**config.mk**
```make
export PLATFORM = sky130hd
export DESIGN_NAME = hazard_unit
export DESIGN_NICKNAME = d
export VERILOG_FILES = /design/src/design/isa_pkg.sv /design/src/design/pipe_pkg.sv /design/src/design/hazard_unit.sv
export SDC_FILE = /design/constraint.sdc
export NUM_CORES = 1
export LEC_CHECK = 0
export BUFFER_PORTS_ARGS = -buffer_cell sky130_fd_sc_hd__buf_4
export CORE_AREA = 2 2 40 49
export DETAILED_ROUTE_END_ITERATION = 6
export DIE_AREA = 0 0 42 51
export GPL_TIMING_DRIVEN = 0
export PLACE_DENSITY = 0.9
export SYNTH_ARGS = -nofsm -noshare
export SYNTH_HDL_FRONTEND = slang
export SYNTH_SLANG_ARGS = --single-unit
```
**constraint.sdc**
```tcl
create_clock -name vclk -period 1.5
set_input_delay 0.075 -clock vclk [all_inputs]
set_output_delay 0.075 -clock vclk [all_outputs]
set_load 0.03 [all_outputs]
```
**src/design/isa_pkg.sv**
```systemverilog
// isa package: instruction formats, opcodes, function codes and ALU operations of the MIPS subset
`default_nettype none

package isa_pkg;

    localparam int WORD_W     = 32;
    localparam int REG_ADDR_W = 5;

    typedef enum logic [5:0] {
        OP_RTYPE = 6'h00,
        OP_BEQ   = 6'h04,
        OP_ADDI  = 6'h08,
        OP_LW    = 6'h23,
        OP_SW    = 6'h2b
    } opcode_e;

    typedef enum logic [5:0] {
        FN_ADD = 6'h20,
        FN_SUB = 6'h22,
        FN_AND = 6'h24,
        FN_OR  = 6'h25,
        FN_SLT = 6'h2a
    } funct_e;

    typedef struct packed {
        opcode_e               opcode;
        logic [REG_ADDR_W-1:0] rs;
        logic [REG_ADDR_W-1:0] rt;
        logic [REG_ADDR_W-1:0] rd;
        logic [4:0]            shamt;  // no shifts in this subset
        funct_e                funct;
    } r_format_t;

    typedef struct packed {
        opcode_e               opcode;
        logic [REG_ADDR_W-1:0] rs;
        logic [REG_ADDR_W-1:0] rt;
        logic [15:0]           imm;    // sign-extended by decode
    } i_format_t;

    // one instruction word, read through either format; all zero is a nop
    typedef union packed {
        r_format_t r;
        i_format_t i;
    } instr_u;

    typedef enum logic [2:0] {
        ALU_ADD,
        ALU_SUB,
        ALU_AND,
        ALU_OR,
        ALU_SLT
    } alu_op_e;

endpackage

`default_nettype wire

```
**src/design/pipe_pkg.sv**
```systemverilog
// pipeline package: memory sizes, control bundle and the stage register layouts
`default_nettype none

package pipe_pkg;

    import isa_pkg::*;

    localparam int PC_W        = 8;             // word-addressed PC
    localparam int IMEM_DEPTH  = 1 << PC_W;
    localparam int DMEM_DEPTH  = 64;
    localparam int DMEM_ADDR_W = $clog2(DMEM_DEPTH);

    typedef struct packed {
        logic    reg_write;
        logic    mem_read;
        logic    mem_write;
        logic    alu_src_imm;
        alu_op_e alu_op;
        logic    spare;  // always zero
    } ctrl_t;

    typedef struct packed {
        logic              valid;
        logic [PC_W-1:0]   addr;
        logic [WORD_W-1:0] word;
    } imem_load_t;

    typedef struct packed {
        logic                  valid;
        ctrl_t                 ctrl;
        logic [WORD_W-1:0]     operand_a;
        logic [WORD_W-1:0]     operand_b;  // rt value, also store data
        logic [WORD_W-1:0]     imm;
        logic [REG_ADDR_W-1:0] dest;
    } de_reg_t;

    typedef struct packed {
        logic                  valid;
        ctrl_t                 ctrl;
        logic [WORD_W-1:0]     alu_result;
        logic [WORD_W-1:0]     store_data;
        logic [REG_ADDR_W-1:0] dest;
    } em_reg_t;

    typedef struct packed {
        logic                  valid;
        logic [REG_ADDR_W-1:0] rd;
        logic [WORD_W-1:0]     data;
    } commit_t;

    typedef struct packed {
        logic forward_a;
        logic forward_b;
    } fwd_sel_t;

endpackage

`default_nettype wire

```
**src/design/hazard_unit.sv**
```systemverilog
// hazard unit: stalls decode on execute or load dependencies, else forwards the memory ALU result
`default_nettype none

module hazard_unit (
    input  isa_pkg::instr_u                decode_instr,
    input  isa_pkg::instr_u                ex_instr,
    input  pipe_pkg::ctrl_t                ex_ctrl,
    input  logic                           ex_valid,
    input  logic [isa_pkg::REG_ADDR_W-1:0] mem_dest,
    input  pipe_pkg::ctrl_t                mem_ctrl,
    input  logic                           mem_valid,
    output logic                           stall,
    output pipe_pkg::fwd_sel_t             fwd
);

    import isa_pkg::*;

    logic                  reads_rs;
    logic                  reads_rt;
    logic [REG_ADDR_W-1:0] ex_dest;
    logic                  ex_writes;
    logic                  mem_writes;
    logic                  ex_hit;
    logic                  mem_hit_a;
    logic                  mem_hit_b;

    always_comb
    begin
        reads_rs = 1'b0;
        reads_rt = 1'b0;
        case (decode_instr.r.opcode)
            OP_RTYPE, OP_SW, OP_BEQ:
            begin
                reads_rs = 1'b1;
                reads_rt = 1'b1;
            end
            OP_ADDI, OP_LW: reads_rs = 1'b1;
            default:        reads_rs = 1'b0;
        endcase
    end

    assign ex_dest    = ex_instr.r.rd;  // execute reports its destination as rd
    assign ex_writes  = ex_valid && ex_ctrl.reg_write && ex_dest != '0;
    assign mem_writes = mem_valid && mem_ctrl.reg_write && mem_dest != '0;

    assign ex_hit    = ex_writes && ((reads_rs && ex_dest == decode_instr.r.rs) ||
                                     (reads_rt && ex_dest == decode_instr.r.rt));
    assign mem_hit_a = mem_writes && reads_rs && mem_dest == decode_instr.r.rs;
    assign mem_hit_b = mem_writes && reads_rt && mem_dest == decode_instr.r.rt;

    // load data only exists after memory, so a load one stage ahead still stalls
    assign stall         = ex_hit || (mem_ctrl.mem_read && (mem_hit_a || mem_hit_b));
    assign fwd.forward_a = mem_hit_a && !mem_ctrl.mem_read;
    assign fwd.forward_b = mem_hit_b && !mem_ctrl.mem_read;

endmodule

`default_nettype wire

```
==> results.cfg <==
[die]
die_w_um = 42
start_util = 0.193
row_count = 17
num_io_pins = 90
fp.dieArea_um2 = 2140
dieHeight_um = 51
coreArea_um2 = 1720

[placed_design]
place_congestion = 0.703
preCtsSetupSlack_ns = -0.0514
placed_area_um2 = 612
port_buffers = 34

[synth]
synth-xor-area-share = 0.526
synth_seq_area_share = 0
synth.area.top_cells = xnor2_1 (32%), xor2_1 (21%), nand3_1 (6.0%)
synth_fa_ha_area_frac = 0
synth_top_area_share = 0.316
synth_compound_area_frac = 0.165
synth_top_family_by_area = XOR/XNOR gates
synth_area_um2 = 333
ys_types = 17
syn_area_per_cell_um2 = 7.40
syn_inst = 45
synth_mux_area_frac = 0
synth_area_leader_cell = xnor2_1
synthSimpleGateAreaFrac = 0.297
synthesis.nets = 132
yosysWarnings = 0

[timing]
clock.fmax_mhz = 673
hold_viol = 0
period_share = 0.990
final_max_slew_viol_count = 0
tightest_slew_ns = 0.367
slew_headroom = 0.749
fin_crit_ns = 1.49
setup_violations = 0
setup_tns_ns = 0
worst_slack_ns = 0.0143
whs_ns = 0.566
rsz0062_at_grt = yes

[drt]
wl_um = 1180
routedWlPerCell_um = 12.0
viasPerCell = 4.88
drc_errors = 0
drt_iter0_drc = 4
antenna_left = 0
vias = 478
firstDrtPassIters = 2

[final_layout]
design.seq.count = 0
ff_latch_area_um2 = 0
syn_to_final_growth_pct = 90.2
drive_above_1_share = 0.481
finalInstanceArea_um2 = 633
diodes = 0
n_fill_cell = 197
nClkBuffers = 0
fin_nets = 168

[setup_path]
worstPathMaxFanout = 3
cp_cell_sequence = buf_8, or4_4, o211ai_2, nor4_1, a22oi_1, o22ai_1, buf_4
cp_num_buf_inv = 2
setup.worst_path.start_class = primary input
endpoint_kind = primary output
crit_family = simple AND/OR/NAND/NOR gates
path_class = in -> out
cp_slowest_cell = or4_4
worstPathRequired_ns = 1.42
cpPeakStageDelay_ns = 0.53
arrival_ns = 1.41

[power]
comb_power_share = 1.000
power_switching_w = 0.0000617
p_leak_nw = 0.273
swShare = 0.396
seqPwrFrac = 0
pwr_density_cell_nw_per_um2 = 246
ir_drop_v = 0.000105
power_frac_clock = 0
power_w = 0.000156
p_int_w = 0.0000939

[global_route]
grt_use_total = 0.118
grt_pass1_vias = 511
overflow = 0
grt_first_pass_wirelength_um = 2080
antenna_found_initial = 0
grt_max_degree = 4

[run_status]
status = finished clean

[clocking]
post_cts_buffers = 0

[min_path]
hold_class = in -> out

[job]
max_cap_violations = 0
[layout make-up]
class | instances | area [um^2] | area share
multi-input combinational | 44 | 339 | 0.536
timing repair buffer | 34 | 267 | 0.421
tap | 19 | 23.8 | 0.0375
inverter | 1 | 3.75 | 0.00593
[per-stage QoR]
step                      utilization  std cells
final                           0.367         98
after global routing            0.367         98
after CTS                       0.363         98
after detailed placement        0.355         98
after global placement          0.355         98
after floorplan                     -         45
[power by group through the flow]
stage | combinational (W) | clock, W | sequential (W)
floorplan | 0.0000568 | 0 | 0
global placement | 0.000145 | 0 | 0
detailed placement | 0.000150 | 0 | 0
CTS | 0.000155 | 0 | 0
global route | 0.000171 | 0 | 0
finish | 0.000156 | 0 | 0
[synth_stat cells (all sizes together)]
library cell,count
xnor2,12
xor2,8
nand3,4
nor2,3
nor4,3
a22oi,2
and3,2
nor3,2
o211ai,2
or4,2
a2111oi,1
a21oi,1
and4b,1
inv,1
o22ai,1
[path summary, 6_finish.rpt]
path / startpoint / endpoint / slack, ns / cells after the start
worst max-delay path: mem_dest[4] / stall / 0.01 / 7
worst min-delay path: mem_ctrl[6] / fwd[0] / 0.57 / 4
[placed cells by master (no fill, tap or decap)]
cell type   n
buf_4      32
xnor2_1    12
xor2_1      8
nand3_1     4
nor2_1      3
nor4_1      2
nor3_1      2
a22oi_1     2
or4_1       1
o211ai_1    1
and4b_1     1
a21oi_1     1
a2111oi_0   1
or4_4       1
o211ai_2    1
nor4_2      1
inv_1       1
o22ai_1     1
and3_2      1
and3_1      1
buf_6       1
buf_8       1
[routing by layer]
metal / vias to the layer above / GRT usage / part of all wire / wire, um
li1: 236 / - / - / -
met1: 213 / 0.145 / 0.40 / 474
met2: 25 / 0.214 / 0.50 / 590
met3: 4 / 0.0177 / 0.069 / 81
met4: 0 / 0.0269 / 0.025 / 29
met5: - / 0 / 0 / 0
[cell families (layout without fill, tap and decap cells)]
kind of cell / after synthesis / count (layout)
AND/OR/NAND/NOR: 17 / 17
XOR/XNOR: 20 / 20
buffers and inverters: 1 / 35
AO/OA/AOI/OAI: 7 / 7
[repair_timing]
action                                  4_1_cts  5_1_grt
pin swaps                                     5        1
hold buffers                                  0        0
gates resized for setup                       3        2
endpoints found under the hold margin         0        0
endpoints found under the setup margin        1        1
Note: power is estimated with default switching activity, not from simulation.
