==> config.mk <==
export PLATFORM = sky130hd
export DESIGN_NAME = memory_writeback
export DESIGN_NICKNAME = d
export VERILOG_FILES = /design/src/design/isa_pkg.sv /design/src/design/pipe_pkg.sv /design/src/design/memory_writeback.sv
export SDC_FILE = /design/constraint.sdc
export NUM_CORES = 2
export LEC_CHECK = 0
export CORE_AREA = 2 2 404 406
export DETAILED_ROUTE_END_ITERATION = 6
export DIE_AREA = 0 0 406 408
export DONT_BUFFER_PORTS = 1
export GPL_TIMING_DRIVEN = 0
export PLACE_DENSITY = 0.75
export SLEW_MARGIN = 10
export SYNTH_ARGS = -nofsm -noshare
export SYNTH_HDL_FRONTEND = slang
export SYNTH_SLANG_ARGS = --single-unit
==> constraint.sdc <==
create_clock -name SYS_clk -period 179.9 [get_ports SYS_clk]
set_input_delay 8.995 -clock SYS_clk [delete_from_list [all_inputs] [get_ports SYS_clk]]
set_output_delay 8.995 -clock SYS_clk [all_outputs]
set_load 0.05 [all_outputs]
==> src/design/isa_pkg.sv <==
// isa package: instruction formats, opcodes, function codes and ALU operations of the MIPS subset
`default_nettype none

package isa_pkg;

    localparam int WORD_W     = 32;
    localparam int REG_ADDR_W = 5;

    typedef enum logic [5:0] {
        OP_RTYPE = 6'h00,
        OP_BEQ   = 6'h04,
        OP_ADDI  = 6'h08,
        OP_LW    = 6'h23,
        OP_SW    = 6'h2b
    } opcode_e;

    typedef enum logic [5:0] {
        FN_ADD = 6'h20,
        FN_SUB = 6'h22,
        FN_AND = 6'h24,
        FN_OR  = 6'h25,
        FN_SLT = 6'h2a
    } funct_e;

    typedef struct packed {
        opcode_e               opcode;
        logic [REG_ADDR_W-1:0] rs;
        logic [REG_ADDR_W-1:0] rt;
        logic [REG_ADDR_W-1:0] rd;
        logic [4:0]            shamt;  // no shifts in this subset
        funct_e                funct;
    } r_format_t;

    typedef struct packed {
        opcode_e               opcode;
        logic [REG_ADDR_W-1:0] rs;
        logic [REG_ADDR_W-1:0] rt;
        logic [15:0]           imm;    // sign-extended by decode
    } i_format_t;

    // one instruction word, read through either format; all zero is a nop
    typedef union packed {
        r_format_t r;
        i_format_t i;
    } instr_u;

    typedef enum logic [2:0] {
        ALU_ADD,
        ALU_SUB,
        ALU_AND,
        ALU_OR,
        ALU_SLT
    } alu_op_e;

endpackage

`default_nettype wire

==> src/design/pipe_pkg.sv <==
// pipeline package: memory sizes, control bundle and the stage register layouts
`default_nettype none

package pipe_pkg;

    import isa_pkg::*;

    localparam int PC_W        = 8;             // word-addressed PC
    localparam int IMEM_DEPTH  = 1 << PC_W;
    localparam int DMEM_DEPTH  = 64;
    localparam int DMEM_ADDR_W = $clog2(DMEM_DEPTH);

    typedef struct packed {
        logic    reg_write;
        logic    mem_read;
        logic    mem_write;
        logic    alu_src_imm;
        alu_op_e alu_op;
        logic    spare;  // always zero
    } ctrl_t;

    typedef struct packed {
        logic              valid;
        logic [PC_W-1:0]   addr;
        logic [WORD_W-1:0] word;
    } imem_load_t;

    typedef struct packed {
        logic                  valid;
        ctrl_t                 ctrl;
        logic [WORD_W-1:0]     operand_a;
        logic [WORD_W-1:0]     operand_b;  // rt value, also store data
        logic [WORD_W-1:0]     imm;
        logic [REG_ADDR_W-1:0] dest;
    } de_reg_t;

    typedef struct packed {
        logic                  valid;
        ctrl_t                 ctrl;
        logic [WORD_W-1:0]     alu_result;
        logic [WORD_W-1:0]     store_data;
        logic [REG_ADDR_W-1:0] dest;
    } em_reg_t;

    typedef struct packed {
        logic                  valid;
        logic [REG_ADDR_W-1:0] rd;
        logic [WORD_W-1:0]     data;
    } commit_t;

    typedef struct packed {
        logic forward_a;
        logic forward_b;
    } fwd_sel_t;

endpackage

`default_nettype wire

==> src/design/memory_writeback.sv <==
// memory and writeback: data memory, memory/writeback register and the commit port
`default_nettype none

module memory_writeback (
    input  logic                           SYS_clk,
    input  logic                           SYS_reset,
    input  pipe_pkg::em_reg_t              em_reg,
    output logic [isa_pkg::REG_ADDR_W-1:0] mem_dest,
    output pipe_pkg::ctrl_t                mem_ctrl,
    output logic                           mem_valid,
    output logic [isa_pkg::WORD_W-1:0]     mem_alu_result,
    output pipe_pkg::commit_t              commit
);

    import isa_pkg::*;
    import pipe_pkg::*;

    logic [WORD_W-1:0]      dmem [DMEM_DEPTH];
    logic [DMEM_ADDR_W-1:0] dmem_addr;
    logic [WORD_W-1:0]      load_data;
    logic                   store_en;

    assign mem_dest       = em_reg.dest;
    assign mem_ctrl       = em_reg.ctrl;
    assign mem_valid      = em_reg.valid;
    assign mem_alu_result = em_reg.alu_result;

    assign dmem_addr = em_reg.alu_result[DMEM_ADDR_W+1:2];  // word index, bits 7:2
    assign load_data = dmem[dmem_addr];
    assign store_en  = em_reg.valid && em_reg.ctrl.mem_write;

    always_ff @(posedge SYS_clk or posedge SYS_reset)
    begin
        if (SYS_reset)
        begin
            for (int i = 0; i < DMEM_DEPTH; i++)
                dmem[i] <= '0;  // unwritten words read as zero
        end
        else if (store_en)
            dmem[dmem_addr] <= em_reg.store_data;
    end

    always_ff @(posedge SYS_clk or posedge SYS_reset)
    begin
        if (SYS_reset)
            commit <= '0;
        else
        begin
            commit.valid <= em_reg.valid && em_reg.ctrl.reg_write && em_reg.dest != '0;
            commit.rd    <= em_reg.dest;
            commit.data  <= em_reg.ctrl.mem_read ? load_data : em_reg.alu_result;
        end
    end

endmodule

`default_nettype wire

==> impl_metrics.yaml <==
status:
  outcome: "finished, violations left"
  violations: "DRC, capacitance limit, slew limit"
setup_path:
  cp_data_arrival_time_ns: 9.17
  max_stage_delay_ns: 0.17
  cp-end-kind: "output pin"
  cp-start-kind: "primary input"
  cpLargestDelayFamily: "buffers and inverters"
  r2r_cells: 6
  rrSetupSlack_ns: 176.11
  worstReg2RegEnd: "commit[12]$_DFF_PP0_"
  required_ns: 170.90
  r2r_start: "dmem[1100]$_DFFE_PP0P_"
  cp_slowest_cell: "buf_4"
  crit_fanout: 3
  crit_buf_inv: 1
  worst-setup-path-type: "primary input to output pin"
  crit_chain: "buf_4"
sta:
  period_needed_ns: 18.17
  setup_viol: 0
  rsz0062_at_grt: "false"
  fin_hold_ws_ns: 0.481
  tns_ns: 0
  setup_ws_ns: 161.73
  fmax_mhz: 55.0
  slew_viol_final: 25
  fin_skew_ns: 0.0465
  tightestPinTransition_ns: 1.55
  period_share_pct: 10.1
  slew_headroom_pct: -3.44
  hold_viol_final: 0
global_routing:
  gr-total-overflow: 0
  grt.total_usage_pct: 47.5
  grt_max_degree: 127
  antenna_found_initial: 53
  grt_pass1_vias: 67200
  grt_pass1_wl_mm: 537
clock_network:
  cts_resized: 0
  hold_buffers: 0
  cts_tree: "done"
  post_cts_buffers: 0
  cts_root_buf: "clkbuf_16"
  htree_num_levels: 4
  clock_path_buffers: 3
  clk_pin_slew_ns: 0.06
  cts_sinks: 2086
  clock_latency_ns: 0.88
  cts_made_buffers: 212
route:
  drcViolationCount: 8
  wire_per_inst_um: 41.4
  drt-total-wl_mm: 395
  ant_nets: 0
  vias: 69100
  dr.pass1.iters: 7
  drtIter0Drc: 10300
  avgViaCountPerCell: 7.24
synth:
  async_flop_share_pct: 100
  yosysWarnings: 0
  seq_area_frac_synth_pct: 54.4
  synth-edff-count: 0
  synth_area_per_cell_um2: 13.9
  syn-cell-area_um2: 96000
  syn_nets: 6999
  synth_ff_type: "dfrtp_1"
  yosys_register_bits: 2086
  yosysUniqueCellTypes: 68
  syn_inst: 6919
floorplan:
  rows: 148
  io_pins: 164
  die_x_um: 406
  die_area_um2: 166000
  fp.dieH_um: 408
  coreArea_um2: 162000
  initial_core_util_pct: 59.4
power_and_ir_drop:
  p_sw_mw: 0.304
  p_per_area_nw_per_um2: 10.5
  p_total_mw: 1.12
  swShare_pct: 27.3
  combPwrFrac_pct: 12.4
  ir_drop_uv: 13.1
  p_int_mw: 0.812
  p_clk_share_pct: 40.0
  p_leak_nw: 50.8
  seqPwrFrac_pct: 47.6
placement:
  gp_congestion: 1.12
  pre_cts_slack_ns: 161.73
  port_buffers: 0
  hpwl_mm: 279
final_layout:
  n_fill_cell: 11800
  area_growth_pct: 10.8
  drive_above_1_share_pct: 43.6
  nets: 7238
hold_path:
  hp-class: "flip-flop to flip-flop"
  worstHoldPathCells: 1
  hp-start: "dmem[440]$_DFFE_PP0P_"
  min_to: "dmem[440]$_DFFE_PP0P_"
job:
  drv_cap: 7
-- power groups by stage --
stage	Clock [mW]	Sequential (mW)	Combinational [mW]
floorplan	0	0.535	0.0838
global placement	0	0.540	0.126
detailed placement	0	0.537	0.131
CTS	0.443	0.529	0.132
global route	0.462	0.534	0.141
finish	0.447	0.531	0.139
-- cells by family after synthesis --
group,Yosys count,synth area share (%)
AOI/OAI and AO/OA,967,7.22
buffers and inverters,765,4.04
muxes,2737,32.8
and+or+nand+nor,364,1.58
DFF,2086,54.4
-- placed cells by master, fill, tap and decap left out, types with 8 or more instances in the layout --
| master | n |
|---|---|
| clkinv_2 | 36 |
| clkbuf_16 | 216 |
| o21a_1 | 10 |
| o21ai_1 | 22 |
| nand3_1 | 13 |
| buf_4 | 85 |
| dfrtp_1 | 2086 |
| a222oi_1 | 32 |
| mux2_1 | 164 |
| clkbuf_1 | 307 |
| mux4_2 | 82 |
| buf_6 | 43 |
| clkbuf_8 | 52 |
| o32a_1 | 17 |
| o211ai_1 | 15 |
| buf_16 | 19 |
| nand2_1 | 58 |
| o21ai_0 | 124 |
| a41oi_1 | 13 |
| buf_2 | 310 |
| a211oi_1 | 17 |
| mux2_2 | 2214 |
| buf_1 | 37 |
| a22oi_2 | 10 |
| diode_2 | 47 |
| nor2_1 | 244 |
| a221o_1 | 12 |
| clkbuf_2 | 34 |
| o22ai_1 | 145 |
| a311oi_1 | 8 |
| a22oi_1 | 293 |
| a31oi_1 | 13 |
| mux2_4 | 23 |
| a21oi_1 | 111 |
| a221oi_2 | 9 |
| nand4_1 | 14 |
| o22a_1 | 24 |
| a221oi_1 | 37 |
| mux2i_1 | 254 |
-- flip-flops by register name, indices dropped and copies added (netlist names) --
signal / flops
dmem: 2048
commit: 38
-- worst max-delay path by stage --
stage	start	end	slack, ns	cells past startpoint
after global routing	em_reg[67]	mem_alu_result[30]	161.73	1
final	em_reg[0]	mem_dest[0]	161.73	1
after floorplan	SYS_reset	commit[0]$_DFF_PP0_	111.98	1
after CTS	em_reg[0]	mem_dest[0]	161.73	1
after global placement	SYS_reset	dmem[1113]$_DFFE_PP0P_	91.93	1
after detailed placement	em_reg[0]	mem_dest[0]	161.73	1
-- cells in the mapped netlist (all sizes together), types with 4 or more instances --
master / n / area (um^2)
mux2: 2401 / 27100
dfrtp: 2086 / 52200
buf: 479 / 2800
a22oi: 303 / 2320
clkbuf: 281 / 1050
mux2i: 254 / 2540
nor2: 249 / 945
o21ai: 146 / 731
o22ai: 145 / 907
a21oi: 111 / 556
mux4: 82 / 1850
nand2: 60 / 230
a221oi: 46 / 459
a222oi: 32 / 320
o22a: 24 / 210
o211ai: 19 / 163
a211oi: 18 / 140
o32a: 17 / 170
nand4: 14 / 87.6
a31oi: 13 / 81.3
a41oi: 13 / 114
nand3: 13 / 65.1
a221o: 12 / 120
a31o: 11 / 96.3
o21a: 10 / 75.1
a311oi: 8 / 70.1
nor2b: 7 / 43.8
a2111oi: 6 / 83.8
o221ai: 6 / 52.6
o2111a: 5 / 56.3
o2111ai: 5 / 43.8
o221a: 5 / 56.3
a22o: 4 / 35.0
inv: 4 / 15.0
nand2b: 4 / 25.0
-- cell type report --
class,instances,area (um^2),area share [%]
repair buffers,25,601,0.564
inverters,5,26.3,0.0247
multi-input cells,4068,40000,37.6
diodes,47,118,0.110
well taps,2175,2720,2.56
clock inverters,56,566,0.531
clock buffers,322,6320,5.94
flip-flops and latches,2086,52200,49.0
plain buffers,760,3930,3.69
-- stage by stage --
stage | instances | cell area [um^2] | util, %
after global routing | 9498 | 106000 | 65.8
after detailed placement | 9117 | 99400 | 61.5
after floorplan | 6919 | 96000 | -
after CTS | 9495 | 106000 | 65.8
final | 9544 | 106000 | 65.9
after global placement | 9094 | 98800 | 61.1
-- metal layers --
| layer | global-route usage (%) | vias to the layer above | wire, um |
|---|---|---|---|
| met3 | 23.4 | 1617 | 60200 |
| met5 | 2.34 | - | 1020 |
| met2 | 62.9 | 5662 | 157000 |
| met1 | 58.7 | 35900 | 139000 |
| li1 | - | 25900 | - |
| met4 | 36.8 | 40 | 37600 |
No activity file was read; power rests on OpenSTA's default activity.
