File: config.mk
export PLATFORM = sky130hd
export DESIGN_NAME = decode_stage
export DESIGN_NICKNAME = d
export VERILOG_FILES = /design/src/design/isa_pkg.sv /design/src/design/pipe_pkg.sv /design/src/design/decode_stage.sv /design/src/design/register_file.sv
export SDC_FILE = /design/constraint.sdc
export NUM_CORES = 2
export LEC_CHECK = 0
export BUFFER_PORTS_ARGS = -buffer_cell sky130_fd_sc_hd__buf_4
export CORE_MARGIN = 2
export CORE_UTILIZATION = 40
export DETAILED_ROUTE_END_ITERATION = 8
export PLACE_DENSITY = 0.66
export SLEW_MARGIN = 20
export SYNTH_ARGS = -nofsm -noshare
export SYNTH_HDL_FRONTEND = slang
export SYNTH_SLANG_ARGS = --single-unit
File: constraint.sdc
create_clock -name SYS_clk -period 36.5 [get_ports SYS_clk]
set_input_delay 1.825 -clock SYS_clk [delete_from_list [all_inputs] [get_ports SYS_clk]]
set_output_delay 1.825 -clock SYS_clk [all_outputs]
set_load 0.05 [all_outputs]
File: src/design/isa_pkg.sv
// isa package: instruction formats, opcodes, function codes and ALU operations of the MIPS subset
`default_nettype none

package isa_pkg;

    localparam int WORD_W     = 32;
    localparam int REG_ADDR_W = 5;

    typedef enum logic [5:0] {
        OP_RTYPE = 6'h00,
        OP_BEQ   = 6'h04,
        OP_ADDI  = 6'h08,
        OP_LW    = 6'h23,
        OP_SW    = 6'h2b
    } opcode_e;

    typedef enum logic [5:0] {
        FN_ADD = 6'h20,
        FN_SUB = 6'h22,
        FN_AND = 6'h24,
        FN_OR  = 6'h25,
        FN_SLT = 6'h2a
    } funct_e;

    typedef struct packed {
        opcode_e               opcode;
        logic [REG_ADDR_W-1:0] rs;
        logic [REG_ADDR_W-1:0] rt;
        logic [REG_ADDR_W-1:0] rd;
        logic [4:0]            shamt;  // no shifts in this subset
        funct_e                funct;
    } r_format_t;

    typedef struct packed {
        opcode_e               opcode;
        logic [REG_ADDR_W-1:0] rs;
        logic [REG_ADDR_W-1:0] rt;
        logic [15:0]           imm;    // sign-extended by decode
    } i_format_t;

    // one instruction word, read through either format; all zero is a nop
    typedef union packed {
        r_format_t r;
        i_format_t i;
    } instr_u;

    typedef enum logic [2:0] {
        ALU_ADD,
        ALU_SUB,
        ALU_AND,
        ALU_OR,
        ALU_SLT
    } alu_op_e;

endpackage

`default_nettype wire

File: src/design/pipe_pkg.sv
// pipeline package: memory sizes, control bundle and the stage register layouts
`default_nettype none

package pipe_pkg;

    import isa_pkg::*;

    localparam int PC_W        = 8;             // word-addressed PC
    localparam int IMEM_DEPTH  = 1 << PC_W;
    localparam int DMEM_DEPTH  = 64;
    localparam int DMEM_ADDR_W = $clog2(DMEM_DEPTH);

    typedef struct packed {
        logic    reg_write;
        logic    mem_read;
        logic    mem_write;
        logic    alu_src_imm;
        alu_op_e alu_op;
        logic    spare;  // always zero
    } ctrl_t;

    typedef struct packed {
        logic              valid;
        logic [PC_W-1:0]   addr;
        logic [WORD_W-1:0] word;
    } imem_load_t;

    typedef struct packed {
        logic                  valid;
        ctrl_t                 ctrl;
        logic [WORD_W-1:0]     operand_a;
        logic [WORD_W-1:0]     operand_b;  // rt value, also store data
        logic [WORD_W-1:0]     imm;
        logic [REG_ADDR_W-1:0] dest;
    } de_reg_t;

    typedef struct packed {
        logic                  valid;
        ctrl_t                 ctrl;
        logic [WORD_W-1:0]     alu_result;
        logic [WORD_W-1:0]     store_data;
        logic [REG_ADDR_W-1:0] dest;
    } em_reg_t;

    typedef struct packed {
        logic                  valid;
        logic [REG_ADDR_W-1:0] rd;
        logic [WORD_W-1:0]     data;
    } commit_t;

    typedef struct packed {
        logic forward_a;
        logic forward_b;
    } fwd_sel_t;

endpackage

`default_nettype wire

File: src/design/decode_stage.sv
// decode stage: control decode, forwarded operands, beq resolution and the decode/execute register
`default_nettype none

module decode_stage (
    input  logic                       SYS_clk,
    input  logic                       SYS_reset,
    input  logic                       stall,
    input  isa_pkg::instr_u            fetch_instr,
    input  logic [pipe_pkg::PC_W-1:0]  fetch_pc,
    input  pipe_pkg::fwd_sel_t         fwd,
    input  logic [isa_pkg::WORD_W-1:0] mem_alu_result,
    input  pipe_pkg::commit_t          commit,
    output isa_pkg::instr_u            decode_instr,
    output logic                       branch_taken,
    output logic [pipe_pkg::PC_W-1:0]  branch_target,
    output pipe_pkg::de_reg_t          de_reg
);

    import isa_pkg::*;
    import pipe_pkg::*;

    ctrl_t                 ctrl;
    logic [WORD_W-1:0]     rs_data;
    logic [WORD_W-1:0]     rt_data;
    logic [WORD_W-1:0]     operand_a;
    logic [WORD_W-1:0]     operand_b;
    logic [WORD_W-1:0]     imm_ext;
    logic [REG_ADDR_W-1:0] dest;
    logic                  is_beq;

    assign decode_instr = fetch_instr;

    always_comb
    begin
        ctrl = '0;
        case (fetch_instr.r.opcode)
            OP_RTYPE:
            begin
                ctrl.reg_write = 1'b1;
                case (fetch_instr.r.funct)
                    FN_ADD:  ctrl.alu_op = ALU_ADD;
                    FN_SUB:  ctrl.alu_op = ALU_SUB;
                    FN_AND:  ctrl.alu_op = ALU_AND;
                    FN_OR:   ctrl.alu_op = ALU_OR;
                    FN_SLT:  ctrl.alu_op = ALU_SLT;
                    default: ctrl.reg_write = 1'b0;  // nop lands here
                endcase
            end
            OP_ADDI:
            begin
                ctrl.reg_write   = 1'b1;
                ctrl.alu_src_imm = 1'b1;
            end
            OP_LW:
            begin
                ctrl.reg_write   = 1'b1;
                ctrl.mem_read    = 1'b1;
                ctrl.alu_src_imm = 1'b1;
            end
            OP_SW:
            begin
                ctrl.mem_write   = 1'b1;
                ctrl.alu_src_imm = 1'b1;
            end
            default: ctrl = '0;  // beq needs no downstream control
        endcase
    end

    register_file register_file_i (
        .SYS_clk   (SYS_clk),
        .SYS_reset (SYS_reset),
        .rs_addr   (fetch_instr.r.rs),
        .rt_addr   (fetch_instr.r.rt),
        .write     (commit),
        .rs_data   (rs_data),
        .rt_data   (rt_data)
    );

    assign operand_a = fwd.forward_a ? mem_alu_result : rs_data;
    assign operand_b = fwd.forward_b ? mem_alu_result : rt_data;
    assign imm_ext   = {{16{fetch_instr.i.imm[15]}}, fetch_instr.i.imm};
    assign dest      = (fetch_instr.r.opcode == OP_RTYPE) ? fetch_instr.r.rd : fetch_instr.i.rt;

    // operands are only trusted once the hazard unit lets decode proceed
    assign is_beq        = (fetch_instr.i.opcode == OP_BEQ);
    assign branch_taken  = is_beq && (operand_a == operand_b) && !stall;
    assign branch_target = fetch_pc + 1'b1 + imm_ext[PC_W-1:0];

    always_ff @(posedge SYS_clk or posedge SYS_reset)
    begin
        if (SYS_reset)
            de_reg <= '0;
        else
        begin
            de_reg.valid     <= !stall && (fetch_instr != '0);  // bubble on stall
            de_reg.ctrl      <= ctrl;
            de_reg.operand_a <= operand_a;
            de_reg.operand_b <= operand_b;
            de_reg.imm       <= imm_ext;
            de_reg.dest      <= dest;
        end
    end

endmodule

`default_nettype wire

File: src/design/register_file.sv
// register file: 32 x 32, two read ports with write-through, register 0 fixed at zero
`default_nettype none

module register_file (
    input  logic                           SYS_clk,
    input  logic                           SYS_reset,
    input  logic [isa_pkg::REG_ADDR_W-1:0] rs_addr,
    input  logic [isa_pkg::REG_ADDR_W-1:0] rt_addr,
    input  pipe_pkg::commit_t              write,
    output logic [isa_pkg::WORD_W-1:0]     rs_data,
    output logic [isa_pkg::WORD_W-1:0]     rt_data
);

    import isa_pkg::*;

    logic [WORD_W-1:0] regs [1 << REG_ADDR_W];

    function automatic logic [WORD_W-1:0] read_port(input logic [REG_ADDR_W-1:0] addr);
        if (addr == '0)
            return '0;
        if (write.valid && write.rd == addr)
            return write.data;  // same-cycle writeback
        return regs[addr];
    endfunction

    always_comb
    begin
        rs_data = read_port(rs_addr);
        rt_data = read_port(rt_addr);
    end

    always_ff @(posedge SYS_clk or posedge SYS_reset)
    begin
        if (SYS_reset)
        begin
            for (int i = 0; i < $size(regs); i++)
                regs[i] <= '0;
        end
        else if (write.valid && write.rd != '0)
            regs[write.rd] <= write.data;
    end

endmodule

`default_nettype wire

==> flow_metrics.tcl <==
set metrics [dict create \
    critPathMaxStageDelay_ns 0.88 \
    ys_types 88 \
    grt_setup_unrepaired "false" \
    hold_ws_ns 0.395 \
    rows 141 \
    finalMaxSlewViolations 0 \
    regArea_um2 28000 \
    reg2regPathDepth 6 \
    cp_max_fo 56 \
    ys_ff_latch 1117 \
    place.port_buffers 264 \
    antenna_found_initial 17 \
    die_area_um2 152000 \
    worst_slew_pin_slew_ns 1.25 \
    grt_pass1_wl_um 313000 \
    finClkSkew_ns 0.0343 \
    crit_type "primary input to output port" \
    use_met1_pct 38.2 \
    fin_crit_ns 9.97 \
    post_cts.repair.setup_buffers 0 \
    globalplace.congestion 0.926 \
    dieHeight_um 390 \
    start_kind "primary input" \
    dp.cells 5957 \
    vias 41500 \
    hold_violations 0 \
    use_met3_pct 9.49 \
    cts_tree "done" \
    cts_buffers 118 \
    htree_levels 3 \
    fin_ws_ns 26.53 \
    hp-class "flop to flop" \
    cts_sinks 1117 \
    multiInputGateArea_um2 29200 \
    post_drt_wl_per_cell_um 35.7 \
    async_reset_ff_share_pct 100 \
    grt_util_met2_pct 41.8 \
    maxSlewHeadroom_pct 16.5 \
    drive_above_1_share_pct 50.1 \
    setup_viol 0 \
    ys_warn_count 0 \
    synthFlopType "dfrtp_1" \
    syn2layout_area_growth_pct 12.6 \
    synth_top_area_share_pct 47.0 \
    synth_area_per_cell_um2 14.4 \
    endpoint_kind "output port" \
    cts_max_path_buffers 3 \
    outcome "completed" \
    first_pass_iters 6 \
    drc 0 \
    min_path_cells 0 \
    path_cells "buf_8, buf_4, buf_4, buf_4, clkinv_1, nand2b_1, o311ai_0, a21boi_0, a41oi_1, o21ai_0, a2111oi_0, nand4_1, nor3_2, buf_4" \
    cts-resized-gates 0 \
    fin_area_um2 67000 \
    cts-root-buf "clkbuf_16" \
    synth.cell_area_um2 59500 \
    ys_top_cells_by_area "dfrtp_1, mux2_2, mux4_2, mux2i_1, clkbuf_1" \
    nets 4271 \
    avgViaCountPerCell 6.71 \
    synth_nets 4256 \
    yosysSeqAreaShare_pct 47.0 \
    hpwl_um 137000 \
    io_pins 266 \
    synth_top_area_cell "dfrtp_1" \
    dpl_worst_slack_ns 26.81 \
    drv_cap 0 \
    start_util_pct 40.3 \
    post-route-period-util_pct 27.3 \
    peakVddDrop_mv 0.0402 \
    grt_pass1_vias 41200 \
    core_area_um2 148000 \
    crit_arrival_ns 8.15 \
    placed_cell_area_um2 62600 \
    cpMaxStageDelayCell "a2111oi_0" \
    clock.fmax_mhz 100 \
    grt-busiest-layer "met2" \
    syn-instance-count 4133 \
    drtIter0Drc 5542 \
    r2r_slack_ns 33.98 \
    cp_common_cell "buf_4" \
    holdBufCountCts 0 \
    largest_register_ffs 1024 \
    synth_edf_count 0 \
    setup_tns_ns 0 \
    fillers 12900 \
    overflow 0 \
    antenna_left 0 \
    leakage_uw 0.0289 \
    grt_max_degree 166 \
    p_per_area_nw_per_um2 56.3 \
    wirelength_um 221000 \
    track_usage_pct 28.8 \
    clk_latency_ns 0.74 \
    fp.dieW_um 390 \
    instances_no_fill 6186 \
    required_ns 34.67 \
    clk_pin_slew_ns 0.07 \
]
[final cells by class]
| class | instances | area share (%) |
|---|---|---|
| sequential | 1117 | 41.7 |
| clock buffer | 176 | 5.47 |
| clock inverter | 47 | 0.979 |
| antenna | 5 | 0.0187 |
| inverter | 21 | 0.131 |
| tap | 1930 | 3.60 |
| timing repair buffer | 377 | 4.43 |
| multi-input combinational | 2513 | 43.6 |
[cells by family (layout without fill, tap and decap cells)]
family          after synthesis  in the layout  share of synthesized area, %
fa+ha+maj                     8              8                         0.181
simple gates                444            444                          3.75
other cells                   1              6                       0.00630
xor+xnor                     45             45                         0.675
mux                        1636           1636                          39.6
compound gates              379            379                          4.58
flops                      1117           1117                          47.0
buf+inv                     503            621                          4.23
[metrics by stage]
stage / total power [µW] / util, %
floorplan: 2190 / -
global placement: 2420 / 42.4
CTS: 3770 / 45.3
detailed placement: 2440 / 42.4
finish: 3770 / 45.4
global route: 3900 / 45.4
[worst max-delay path: cells and delay by family]
kind	cells	cell delay (ns)
AOI/OAI and AO/OA	5	1.97
and+or+nand+nor	3	1.29
buffers and inverters	6	2.83
[cell usage in the layout, fill, tap and decap left out, types with 12 or more instances in the layout]
master     Yosys  final
mux4_2       457    457
nand3_1       48     48
o21ai_0       67     67
o221ai_1      13     13
clkbuf_16      0    123
nor2_1        71     54
a22oi_1       69     69
nand2_2        0     15
clkbuf_1     243     14
mux2_2      1019   1019
a221o_1       12     12
clkbuf_8       2     39
a22o_1        17     17
inv_1         18     15
nand2_1      153    138
a211oi_1      15     15
nor2_4         0     16
mux2i_1      149    149
nor4_1        19     18
dfrtp_1     1117   1117
xnor2_1       20     20
xor2_1        24     24
a21oi_1       36     36
nor3_1        33     32
a221oi_1      23     23
nor2b_1       23     21
buf_4         82    363
and3_1        12     12
clkinv_2       0     24
o22ai_1       31     31
bufinv_16      0     15
[final timing paths]
path,from,endpoint
worst max-delay path,fetch_instr[22],branch_taken
worst min-delay path,register_file_i.regs[1013]$_DFFE_PP0P_,register_file_i.regs[1013]$_DFFE_PP0P_
worst max register to register,register_file_i.regs[617]$_DFFE_PP0P_,de_reg[46]$_DFF_PP0_
worst min register to register,register_file_i.regs[1013]$_DFFE_PP0P_,register_file_i.regs[1013]$_DFFE_PP0P_
max in group asynchronous,SYS_reset,register_file_i.regs[447]$_DFFE_PP0P_
min in group asynchronous,SYS_reset,register_file_i.regs[728]$_DFFE_PP0P_
[power breakdown]
part / internal [µW] / switching [µW] / total [µW]
Clock: 797 / 536 / 1330
Combinational: 423 / 377 / 801
Sequential: 1460 / 174 / 1640
Total: 2680 / 1090 / 3770
[synth_stat cells, types with 36 or more instances]
library cell	n
a21oi_1	36
a22oi_1	69
buf_1	60
buf_2	71
buf_4	82
clkbuf_1	243
dfrtp_1	1117
mux2_2	1019
mux2i_1	149
mux4_2	457
nand2_1	153
nand3_1	48
nor2_1	71
o21ai_0	67
[metal layers]
metal / wire length (µm) / up-vias / part of all wire (%)
li1: - / 15800 / -
met1: 84200 / 22200 / 38
met2: 95500 / 2824 / 43
met3: 27400 / 684 / 12
met4: 13400 / 16 / 6.1
met5: 102 / - / 0.046
No activity file was read; power rests on OpenSTA's default activity.
