`config.mk`:
```
export PLATFORM = sky130hd
export DESIGN_NAME = execute_stage
export DESIGN_NICKNAME = d
export VERILOG_FILES = /design/src/design/isa_pkg.sv /design/src/design/pipe_pkg.sv /design/src/design/execute_stage.sv
export SDC_FILE = /design/constraint.sdc
export NUM_CORES = 1
export LEC_CHECK = 0
export BUFFER_PORTS_ARGS = -buffer_cell sky130_fd_sc_hd__buf_2
export CAP_MARGIN = 20
export CORE_ASPECT_RATIO = 0.6
export CORE_MARGIN = 1
export CORE_UTILIZATION = 53
export CTS_BUF_LIST = sky130_fd_sc_hd__clkbuf_4 sky130_fd_sc_hd__clkbuf_8
export CTS_CLUSTER_DIAMETER = 40
export CTS_CLUSTER_SIZE = 40
export DETAILED_ROUTE_END_ITERATION = 12
export PLACE_DENSITY = 0.81
export SETUP_SLACK_MARGIN = 0.5
export SYNTH_ARGS = -nofsm -noshare
export SYNTH_HDL_FRONTEND = slang
export SYNTH_SLANG_ARGS = --single-unit
```
`constraint.sdc`:
```
create_clock -name SYS_clk -period 3.6 [get_ports SYS_clk]
set_clock_uncertainty 0.1 [all_clocks]
set_input_delay 0.18 -clock SYS_clk [delete_from_list [all_inputs] [get_ports SYS_clk]]
set_output_delay 0.18 -clock SYS_clk [all_outputs]
set_load 0.02 [all_outputs]
```
`src/design/isa_pkg.sv`:
```
// isa package: instruction formats, opcodes, function codes and ALU operations of the MIPS subset
`default_nettype none

package isa_pkg;

    localparam int WORD_W     = 32;
    localparam int REG_ADDR_W = 5;

    typedef enum logic [5:0] {
        OP_RTYPE = 6'h00,
        OP_BEQ   = 6'h04,
        OP_ADDI  = 6'h08,
        OP_LW    = 6'h23,
        OP_SW    = 6'h2b
    } opcode_e;

    typedef enum logic [5:0] {
        FN_ADD = 6'h20,
        FN_SUB = 6'h22,
        FN_AND = 6'h24,
        FN_OR  = 6'h25,
        FN_SLT = 6'h2a
    } funct_e;

    typedef struct packed {
        opcode_e               opcode;
        logic [REG_ADDR_W-1:0] rs;
        logic [REG_ADDR_W-1:0] rt;
        logic [REG_ADDR_W-1:0] rd;
        logic [4:0]            shamt;  // no shifts in this subset
        funct_e                funct;
    } r_format_t;

    typedef struct packed {
        opcode_e               opcode;
        logic [REG_ADDR_W-1:0] rs;
        logic [REG_ADDR_W-1:0] rt;
        logic [15:0]           imm;    // sign-extended by decode
    } i_format_t;

    // one instruction word, read through either format; all zero is a nop
    typedef union packed {
        r_format_t r;
        i_format_t i;
    } instr_u;

    typedef enum logic [2:0] {
        ALU_ADD,
        ALU_SUB,
        ALU_AND,
        ALU_OR,
        ALU_SLT
    } alu_op_e;

endpackage

`default_nettype wire

```
`src/design/pipe_pkg.sv`:
```
// pipeline package: memory sizes, control bundle and the stage register layouts
`default_nettype none

package pipe_pkg;

    import isa_pkg::*;

    localparam int PC_W        = 8;             // word-addressed PC
    localparam int IMEM_DEPTH  = 1 << PC_W;
    localparam int DMEM_DEPTH  = 64;
    localparam int DMEM_ADDR_W = $clog2(DMEM_DEPTH);

    typedef struct packed {
        logic    reg_write;
        logic    mem_read;
        logic    mem_write;
        logic    alu_src_imm;
        alu_op_e alu_op;
        logic    spare;  // always zero
    } ctrl_t;

    typedef struct packed {
        logic              valid;
        logic [PC_W-1:0]   addr;
        logic [WORD_W-1:0] word;
    } imem_load_t;

    typedef struct packed {
        logic                  valid;
        ctrl_t                 ctrl;
        logic [WORD_W-1:0]     operand_a;
        logic [WORD_W-1:0]     operand_b;  // rt value, also store data
        logic [WORD_W-1:0]     imm;
        logic [REG_ADDR_W-1:0] dest;
    } de_reg_t;

    typedef struct packed {
        logic                  valid;
        ctrl_t                 ctrl;
        logic [WORD_W-1:0]     alu_result;
        logic [WORD_W-1:0]     store_data;
        logic [REG_ADDR_W-1:0] dest;
    } em_reg_t;

    typedef struct packed {
        logic                  valid;
        logic [REG_ADDR_W-1:0] rd;
        logic [WORD_W-1:0]     data;
    } commit_t;

    typedef struct packed {
        logic forward_a;
        logic forward_b;
    } fwd_sel_t;

endpackage

`default_nettype wire

```
`src/design/execute_stage.sv`:
```
// execute stage: ALU with immediate select and the execute/memory register
`default_nettype none

module execute_stage (
    input  logic              SYS_clk,
    input  logic              SYS_reset,
    input  pipe_pkg::de_reg_t de_reg,
    output isa_pkg::instr_u   ex_instr,
    output pipe_pkg::em_reg_t em_reg
);

    import isa_pkg::*;

    logic [WORD_W-1:0] alu_b;
    logic [WORD_W-1:0] alu_result;

    // hazard view of this stage, only the destination is needed
    always_comb
    begin
        ex_instr          = '0;
        ex_instr.r.opcode = OP_RTYPE;
        ex_instr.r.rd     = de_reg.dest;
    end

    assign alu_b = de_reg.ctrl.alu_src_imm ? de_reg.imm : de_reg.operand_b;

    always_comb
    begin
        case (de_reg.ctrl.alu_op)
            ALU_SUB: alu_result = de_reg.operand_a - alu_b;
            ALU_AND: alu_result = de_reg.operand_a & alu_b;
            ALU_OR:  alu_result = de_reg.operand_a | alu_b;
            ALU_SLT: alu_result = {{(WORD_W-1){1'b0}}, $signed(de_reg.operand_a) < $signed(alu_b)};
            default: alu_result = de_reg.operand_a + alu_b;  // add, also addresses
        endcase
    end

    always_ff @(posedge SYS_clk or posedge SYS_reset)
    begin
        if (SYS_reset)
            em_reg <= '0;
        else
        begin
            em_reg.valid      <= de_reg.valid;
            em_reg.ctrl       <= de_reg.ctrl;
            em_reg.alu_result <= alu_result;
            em_reg.store_data <= de_reg.operand_b;
            em_reg.dest       <= de_reg.dest;
        end
    end

endmodule

`default_nettype wire

```
==> results of run 1 <==
-- repair_timing --
item                       4_1_cts  5_1_grt
gates resized for setup         19       65
pin swaps                        0       16
setup buffers                    0       13
gates cloned                     0        1
setup endpoints to repair        7       18
hold endpoints to repair        88        0
hold buffers                    44        0
-- synthesized netlist by cell type (3+ instances only) --
| library cell | number |
|---|---|
| ha_1 | 103 |
| inv_1 | 103 |
| dfrtp_1 | 78 |
| a21oi_1 | 69 |
| nor2_1 | 60 |
| nand2_1 | 54 |
| o21ai_0 | 54 |
| mux2i_1 | 39 |
| buf_4 | 37 |
| clkbuf_1 | 19 |
| nor2b_1 | 19 |
| a221oi_1 | 18 |
| o211ai_1 | 18 |
| o22ai_1 | 18 |
| nor3_1 | 16 |
| o21bai_1 | 14 |
| xnor2_1 | 14 |
| nand2b_1 | 11 |
| a211oi_1 | 9 |
| nand3_1 | 9 |
| a21o_1 | 8 |
| o31ai_1 | 8 |
| a22oi_1 | 6 |
| o21a_1 | 6 |
| o21ai_1 | 6 |
| o221a_2 | 6 |
| buf_1 | 5 |
| buf_2 | 5 |
| a2111oi_0 | 4 |
| a31oi_1 | 4 |
| and3_1 | 4 |
| o211a_1 | 4 |
| o221ai_1 | 4 |
| a21o_2 | 3 |
| a221o_1 | 3 |
| buf_6 | 3 |
| clkbuf_8 | 3 |
| nand3b_1 | 3 |
| nor3b_1 | 3 |
| nor4_1 | 3 |
-- per-stage QoR --
stage | util, % | instance area, um2 | TNS [ns]
after floorplan | - | 7860 | 0
after global placement | 65.5 | 9120 | 0
after detailed placement | 65.5 | 9120 | -0.0156
after CTS | 70.7 | 9830 | 0
after global routing | 74.1 | 10300 | 0
final | 74.1 | 10300 | 0
-- layout make-up --
cell class	instances	area, um2
well taps	192	240
flip-flops and latches	78	1950
repair buffers	317	2070
inverters	104	392
fillers	1063	3600
clock buffers	9	124
multi-input cells	679	5480
clock inverters	7	57.6
-- per-layer routing --
layer | vias up | part of all wire (%) | routed length (um) | GRT usage, %
li1 | 3716 | - | - | -
met1 | 3774 | 46 | 12000 | 49.4
met2 | 455 | 42 | 11000 | 50.2
met3 | 43 | 10 | 2690 | 8.23
met4 | 0 | 1.3 | 329 | 6.96
met5 | - | 0 | 0 | 0
-- worst max path at each step --
stage                     start    endpoint  slack, ns  cells after the start
floorplan           de_reg[105]  em_reg[68]       0.38                     14
global placement    de_reg[105]  em_reg[63]       0.03                     13
detailed placement  de_reg[105]  em_reg[63]      -0.02                     13
CTS                  de_reg[48]  em_reg[68]       0.51                     14
global route         de_reg[59]  em_reg[67]       0.46                     14
finish               de_reg[64]  em_reg[68]       0.54                     12
-- cells by family after synthesis --
kind of cell	Yosys count
AOI/OAI and AO/OA	287
xor gates and xnor gates	16
adders and majority gates	105
buffers and inverters	176
DFF	78
muxes	39
other	1
and+or+nand+nor	205
-- where the power goes --
group | switching (mW) | total [mW] | internal, mW
logic | 1.05 | 1.77 | 0.714
clock network | 0.425 | 0.686 | 0.261
registers | 0.0319 | 1.01 | 0.977
total | 1.51 | 3.46 | 1.95
==> results.toml, run 1 <==
[detailed_routing]
via_per_inst = 5.76
dr.first_iter.drc_count = 746
drc = 0
route.detailed.wl_per_inst_um = 18.8
drt_pass1_iterations = 7
antenna_left = 0
drt-total-wl_um = 26100
vias = 7988

[logic_synthesis]
yosys.area_share.simple_pct = 13.5
avgSynthCellArea_um2 = 8.49
synth_compound_area_share_pct = 25.8
yosys_warnings = 0
yosys-top-cells-area = "dfrtp_1 (25%), ha_1 (17%), mux2i_1 (5.1%)"
synthArstFlopShare_pct = 100
synth-seq-cells = 78
synth-seq-area-share_pct = 25.3
synth.top_cell.area_share_pct = 25.3
synth.distinct_cells = 83
synth_top_family_by_area = "compound AO/OA/AOI/OAI gates"
synthesis.area_mm2 = 0.00770
netlist_instances = 907
synth_edf_count = 0
synth_top_area_cell = "dfrtp_1"
synth.mux.area_fraction_pct = 5.07
synth_xor_xnor_area_share_pct = 1.82
synth_flop_cell = "dfrtp_1"
synthAdderAreaFrac_pct = 17.3

[sta]
slew_headroom_pct = 30.4
setup_viol = 0
rsz0062_at_grt = "no"
fin_crit_sh_pct = 85.1
report.final.slew_viol_count = 0
worst_slack_ns = 0.537
whs_ns = 0.0120
worst_pin_slew_ns = 1.04
period_needed_ns = 3.06
fmax_mhz = 326
hold_viol = 0

[worst_setup_path]
endpoint_kind = "flop"
cp_max_fo = 4
required_ns = 3.81
startpoint_type = "primary input"
path_buf_inv = 2
critPathSlowestCell = "dlygate4sd3_1"
criticalPathCategory = "primary input to flop"
cp_cell_sequence = "dlygate4sd3_1 -> buf_2 -> mux2i_2 -> ha_1 -> nor2b_1 -> nand4_1 -> or3b_2 -> o21ai_2 -> a21oi_1 -> o21ai_1 -> or4b_4 -> o211ai_2"
cp.arrival_ns = 3.27
slowest_delay_ns = 0.53
crit_family = "simple AND/OR/NAND/NOR gates"

[layout]
final_cell_mix = "buf_2 (193), inv_1 (102), ha_1 (93)"
final_common_cell = "buf_2"
drive_gt1_share_pct = 32.0
antennaDiodeCount = 0
final_net_count = 1406
largest_reg_flops = 78
area_delta_synth_final_pct = 34.0
instances_no_fill = 1386

[clock_network]
cts_made_buffers = 9
cts_max_level = 3
clock_sinks = 78
tritoncts = "done"
clockBufferDepth = 2
clkTransAtPathRegs_ns = 0.10
cts-root-buf = "clkbuf_8"

[global_route]
grt_overflow = 0
antenna_found_initial = 0
grt_pass1_wl_um = 38600
grt_max_degree = 47
grt_pass1_vias = 7255
grt_usage_pct = 33.9

[worst_hold_path]
min_to = "em_reg[73]"
hp-class = "primary input to flop"
hold_start = "de_reg[105]"
hold-path-cell-count = 2

[floorplan]
die_w_um = 158
start_util_pct = 55.3
die_area_mm2 = 0.0150
rows = 33
core-area_mm2 = 0.0139
die_y_um = 95.4
io_pins = 222

[placed_design]
dp_slack_ns = -0.0156
io_buffers = 194
dpl.hpwl_um = 18900
dpl.cell_count = 1312
gp_congestion = 1.01

[power_and_ir_drop]
power.density_mw_per_mm2 = 335
p_total_mw = 3.46
ir_drop_mv = 0.155
leakagePower_nw = 5.07

[status]
outcome = "complete, no violations"

[run]
maxCapViolCount = 0
Note: power is estimated with default switching activity, not from simulation.
==> inputs of run 2 (changes only) <==
--- a/config.mk
+++ b/config.mk
@@ -16,2 +16,3 @@
 export DETAILED_ROUTE_END_ITERATION = 12
+export MAX_ROUTING_LAYER = met4
 export PLACE_DENSITY = 0.81
==> constraint.sdc (replaced) <==
create_clock -name SYS_clk -period 3.6 [get_ports SYS_clk]
set_clock_uncertainty 0.1 [all_clocks]
set_input_delay 0.72 -clock SYS_clk [delete_from_list [all_inputs] [get_ports SYS_clk]]
set_output_delay 0.72 -clock SYS_clk [all_outputs]
set_load 0.02 [all_outputs]
==> run 2 against run 1 <==
The flow now finishes with violations (negative setup slack). Global-route usage increased by 4.9 points. Final cell count up 6.2%. Non-clock buffer count rose by 84. Via count is 11% higher. Wire length increased by 18%. Sequential share of layout area down 2.1 points.
==> results.toml, run 2 (synthesis gave the netlist of run 1 again) <==
[status]
outcome = "finished with violations"
failed_checks = "negative setup slack"

[worst_setup_path]
required_ns = 3.79
cp_max_fo = 8
slowest_delay_ns = 0.42
startpoint_type = "primary input"
cpMostUsedCell = "buf_6"
cp_cell_sequence = "buf_8 -> buf_12 -> buf_6 -> mux2i_4 -> buf_6 -> inv_4 -> ha_1 -> a211oi_2 -> o21ai_4 -> o211ai_1 -> buf_4 -> buf_6 -> a31oi_4 -> nand2_2 -> nand2_1 -> a22oi_2 -> o22ai_1 -> a21oi_1"
critPathSlowestCell = "o211ai_1"
endpoint_kind = "flop"
criticalPathCategory = "primary input to flop"
cp.arrival_ns = 3.83

[layout]
finish.utilization_pct = 83.4
final_common_cell = "buf_2"
multi_input_area_mm2 = 0.00615
instances_no_fill = 1472
final_net_count = 1490
fin_area_mm2 = 0.0116
nFillCells = 827
area_delta_synth_final_pct = 50.7
regArea_mm2 = 0.00195
drive_gt1_share_pct = 45.5
final_cell_mix = "buf_2 (193), buf_4 (184), inv_1 (99)"
largest_reg_flops = 78

[global_route]
grt_max_degree = 32
antenna_found_initial = 2
grt_usage_pct = 38.7
grt_overflow = 0
grt_pass1_vias = 8060
grt_pass1_wl_um = 42600

[power_and_ir_drop]
leakagePower_nw = 5.69
ir_drop_mv = 0.209
power.density_mw_per_mm2 = 346
p_total_mw = 4.01

[detailed_routing]
via_per_inst = 6.05
vias = 8900
drc = 0
route.detailed.wl_per_inst_um = 21.0
dr.first_iter.drc_count = 994
drt_pass1_iterations = 6
antenna_left = 0
drt-total-wl_um = 30900

[sta]
whs_ns = 0.201
fin_setup_tns_ns = -0.0364
rsz0062_at_grt = "yes"
worst_slack_ns = -0.0364
fmax_mhz = 275
worst_pin_slew_ns = 0.858
slew_headroom_pct = 42.4
fin_crit_sh_pct = 101
hold_viol = 0
setup_viol = 1
report.final.slew_viol_count = 0
period_needed_ns = 3.64

[clock_network]
cts_made_buffers = 9
cts_max_level = 3
tritoncts = "done"
clkTransAtPathRegs_ns = 0.10
cts-root-buf = "clkbuf_8"
clock_sinks = 78
cts_hold_buf = 0
clockBufferDepth = 2

[floorplan]
core-area_mm2 = 0.0139
die_area_mm2 = 0.0150
die_w_um = 158
io_pins = 222
die_y_um = 95.4
start_util_pct = 55.3
rows = 33

[placed_design]
place_area_mm2 = 0.0100
io_buffers = 194
gp_congestion = 1.07
dpl.hpwl_um = 21300
dp_slack_ns = -0.520
dpl.cell_count = 1420

[worst_hold_path]
hp-class = "primary input to asynchronous set/reset pin"

[run]
maxCapViolCount = 0
## run 2: report_power, final
part | switching, mW | total (mW) | internal, mW | leakage, nW
combinational | 1.28 | 2.24 | 0.962 | 4.67
sequential | 0.0391 | 1.02 | 0.977 | 0.915
clock | 0.404 | 0.760 | 0.357 | 0.105
## run 2: worst max-delay path, delay by kind of cell
family | cells | cell delay [ns]
compound gates | 7 | 1.45
mux | 1 | 0.27
fa+ha+maj | 1 | 0.22
simple gates | 2 | 0.26
buf+inv | 7 | 0.85
## run 2: cell type report
type / count / area share (%)
flip-flops and latches: 78 / 16.8
multi-input cells: 679 / 53.0
repair buffers: 401 / 22.9
inverters: 104 / 3.40
clock buffers: 11 / 1.25
diodes: 2 / 0.0431
clock inverters: 5 / 0.571
well taps: 192 / 2.07
## run 2: worst paths after layout
| kind | startpoint | endpoint | slack (ns) | cells past startpoint |
|---|---|---|---|---|
| max | de_reg[105] | em_reg[60] | -0.04 | 18 |
| min | SYS_reset | em_reg[40] | 0.20 | 2 |
| max in group asynchronous | SYS_reset | em_reg[52] | 2.43 | 3 |
| min in group SYS_clk | de_reg[107] | em_reg[75] | 0.34 | 1 |
## run 2: routing by layer
layer	GRT usage [%]	wire, um	share of wire (%)
met1	52.1	12400	40
met2	56.5	13400	43
met3	10.1	3900	13
met4	12.5	1140	3.7
met5	-	0	0
## run 2: timing repair
action                                  CTS  global route
hold endpoints to repair                  0             0
gates resized for setup                  95           110
buffers inserted                         13            20
pin swaps                                53            90
endpoints found under the setup margin   24            24
==> inputs of run 3 (changes only) <==
--- a/config.mk
+++ b/config.mk
@@ -7,2 +7,3 @@
 export LEC_CHECK = 0
+export ABC_CLOCK_PERIOD_IN_PS = 3600
 export BUFFER_PORTS_ARGS = -buffer_cell sky130_fd_sc_hd__buf_2
==> constraint.sdc (replaced) <==
create_clock -name SYS_clk -period 3.6 [get_ports SYS_clk]
set_clock_uncertainty 0.1 [all_clocks]
set_input_delay 0.18 -clock SYS_clk [delete_from_list [all_inputs] [get_ports SYS_clk]]
set_output_delay 0.18 -clock SYS_clk [all_outputs]
set_load 0.02 [all_outputs]
==> run 3 against run 2 <==
The run now ends clean. Sequential power about the same. Flip-flop and latch count did not move. Die area is the same. Critical path depth decreased by 5. Count of clock-buffer cells in the layout is 2 lower. Combinational power down 22%. Hold slack got worse by 0.077 ns. Wire length decreased by 14%. Global-route usage decreased by 3.8 points. Clock power shrank 11%. Largest power group unchanged.
==> results.toml, run 3 (synthesis gave the netlist of run 1 again) <==
[worst_hold_path]
min_to = "em_reg[72]"
hold-path-cell-count = 1
hold_start = "de_reg[104]"
hp-class = "primary input to flop"

[layout]
finish.utilization_pct = 73.8
final_cell_mix = "buf_2 (193), inv_1 (102), ha_1 (96)"
area_delta_synth_final_pct = 33.3
instances_no_fill = 1381
fin_area_mm2 = 0.0103
antennaDiodeCount = 0
largest_reg_flops = 78
final_net_count = 1401
final_common_cell = "buf_2"
drive_gt1_share_pct = 31.5
nFillCells = 1055

[global_route]
grt_overflow = 0
grt_usage_pct = 34.9
antenna_found_initial = 0
grt_max_degree = 47
grt_pass1_vias = 7223
grt_pass1_wl_um = 38700

[sta]
worst_pin_slew_ns = 0.847
hold_viol = 0
setup_viol = 0
slew_headroom_pct = 43.3
report.final.slew_viol_count = 0
rsz0062_at_grt = "no"
fmax_mhz = 326
worst_slack_ns = 0.533
fin_crit_sh_pct = 85.2
fin_setup_tns_ns = 0
period_needed_ns = 3.07

[placed_design]
gp_congestion = 1.05
io_buffers = 194
dp_slack_ns = -0.0481
dpl.cell_count = 1306
dpl.hpwl_um = 18800
place_area_mm2 = 0.00907

[power_and_ir_drop]
power.density_mw_per_mm2 = 335
combPwrFrac_pct = 50.8
leakagePower_nw = 5.07
power_frac_seq_pct = 29.5
intPower_mw = 1.94
ir_drop_mv = 0.165
switching_share_pct = 43.5
clock_power_share_pct = 19.7
p_sw_mw = 1.49

[detailed_routing]
vias = 8062
drt_pass1_iterations = 5
drt-total-wl_um = 26500
met3_wirelength_um = 3090
highest_layer = "met4"
met2WireLength_um = 11100
via_per_inst = 5.84
route.detailed.wl_per_inst_um = 19.2
met1_length_um = 11900
dr.first_iter.drc_count = 773
antenna_left = 0
drc = 0

[clock_network]
clockBufferDepth = 2
cts_made_buffers = 9
clock_sinks = 78
tritoncts = "done"
cts_max_level = 3
cts-root-buf = "clkbuf_8"
clkTransAtPathRegs_ns = 0.09

[floorplan]
die_area_mm2 = 0.0150
rows = 33
start_util_pct = 55.3
core-area_mm2 = 0.0139
die_y_um = 95.4
io_pins = 222
die_w_um = 158

[worst_setup_path]
endpoint_kind = "flop"
crit_family = "compound AO/OA/AOI/OAI gates"
path_buf_inv = 3
cp.arrival_ns = 3.23
criticalPathCategory = "primary input to flop"
critPathSlowestCell = "a311oi_1"
cpMostUsedCell = "buf_12"
crit_start = "de_reg[105]"
required_ns = 3.76
cp_max_fo = 7
startpoint_type = "primary input"
slowest_delay_ns = 0.50
cp_cell_sequence = "buf_12 -> clkbuf_16 -> buf_12 -> mux2i_4 -> ha_4 -> nor2_1 -> a221oi_2 -> a31oi_4 -> o311ai_4 -> nand2_1 -> a311oi_1 -> o221a_2 -> o22ai_1"

[status]
outcome = "complete, no violations"

[run]
maxCapViolCount = 0
==> run 3: cell types whose count changed in the layout (fill, tap and decap cells not counted), moves of 6 or more <==
| cell | delta |
|---|---|
| o21ai_0 | +9 |
| mux2i_2 | +6 |
| o22ai_1 | +6 |
| buf_4 | -117 |
| a21oi_1 | +7 |
| buf_6 | -18 |
| nor2_1 | +6 |
| ha_2 | -6 |
| o21ai_1 | -7 |
| ha_1 | +10 |
| a221oi_2 | -6 |
| dlygate4sd3_1 | +44 |
| a221oi_1 | +10 |
==> run 3: area by class of cell <==
type | instances | area [um2] | share of cell area (%)
multi-input combinational | 679 | 5420 | 52.8
timing repair buffer | 312 | 2080 | 20.3
sequential | 78 | 1950 | 19.0
inverter | 104 | 392 | 3.82
tap | 192 | 240 | 2.34
clock buffer | 9 | 124 | 1.21
clock inverter | 7 | 57.6 | 0.561
==> run 3: routing by layer <==
metal  up-vias  GRT usage [%]
li1       3720              -
met1      3769           50.1
met2       530           49.6
met3        43           7.64
met4         0           7.52
met5         -              -
==> run 3: worst max-delay path by stage <==
| stage | to | slack (ns) | depth (start not counted) |
|---|---|---|---|
| floorplan | em_reg[68] | 0.38 | 14 |
| global placement | em_reg[37] | 0.06 | 13 |
| detailed placement | em_reg[63] | -0.05 | 13 |
| CTS | em_reg[63] | 0.50 | 13 |
| global route | em_reg[68] | 0.47 | 14 |
| finish | em_reg[52] | 0.53 | 13 |
==> run 3: power groups by stage <==
| stage | clock network (mW) | registers, mW | logic [mW] |
|---|---|---|---|
| 6_report | 0.677 | 1.01 | 1.75 |
| 5_1_grt | 0.719 | 1.02 | 1.87 |
| 4_1_cts | 0.680 | 1.01 | 1.60 |
| 3_5_place_dp | 0 | 1.03 | 1.54 |
| 3_3_place_gp | 0 | 1.03 | 1.53 |
| 2_1_floorplan | 0 | 1.16 | 0.910 |
==> run 3: through the flow <==
stage	hold WS [ns]	power (mW)
after floorplan	0.111	2.07
after global placement	0.188	2.56
after detailed placement	0.190	2.57
after CTS	0.0917	3.29
after global routing	0.105	3.61
final	0.124	3.44
==> run 3: what timing repair did <==
item	4_1_cts	5_1_grt
endpoints found under the setup margin	5	15
resized for setup	15	63
cloned	1	1
hold buffers	44	0
hold endpoints to repair	88	0
setup buffers	1	12
pin swaps	1	18
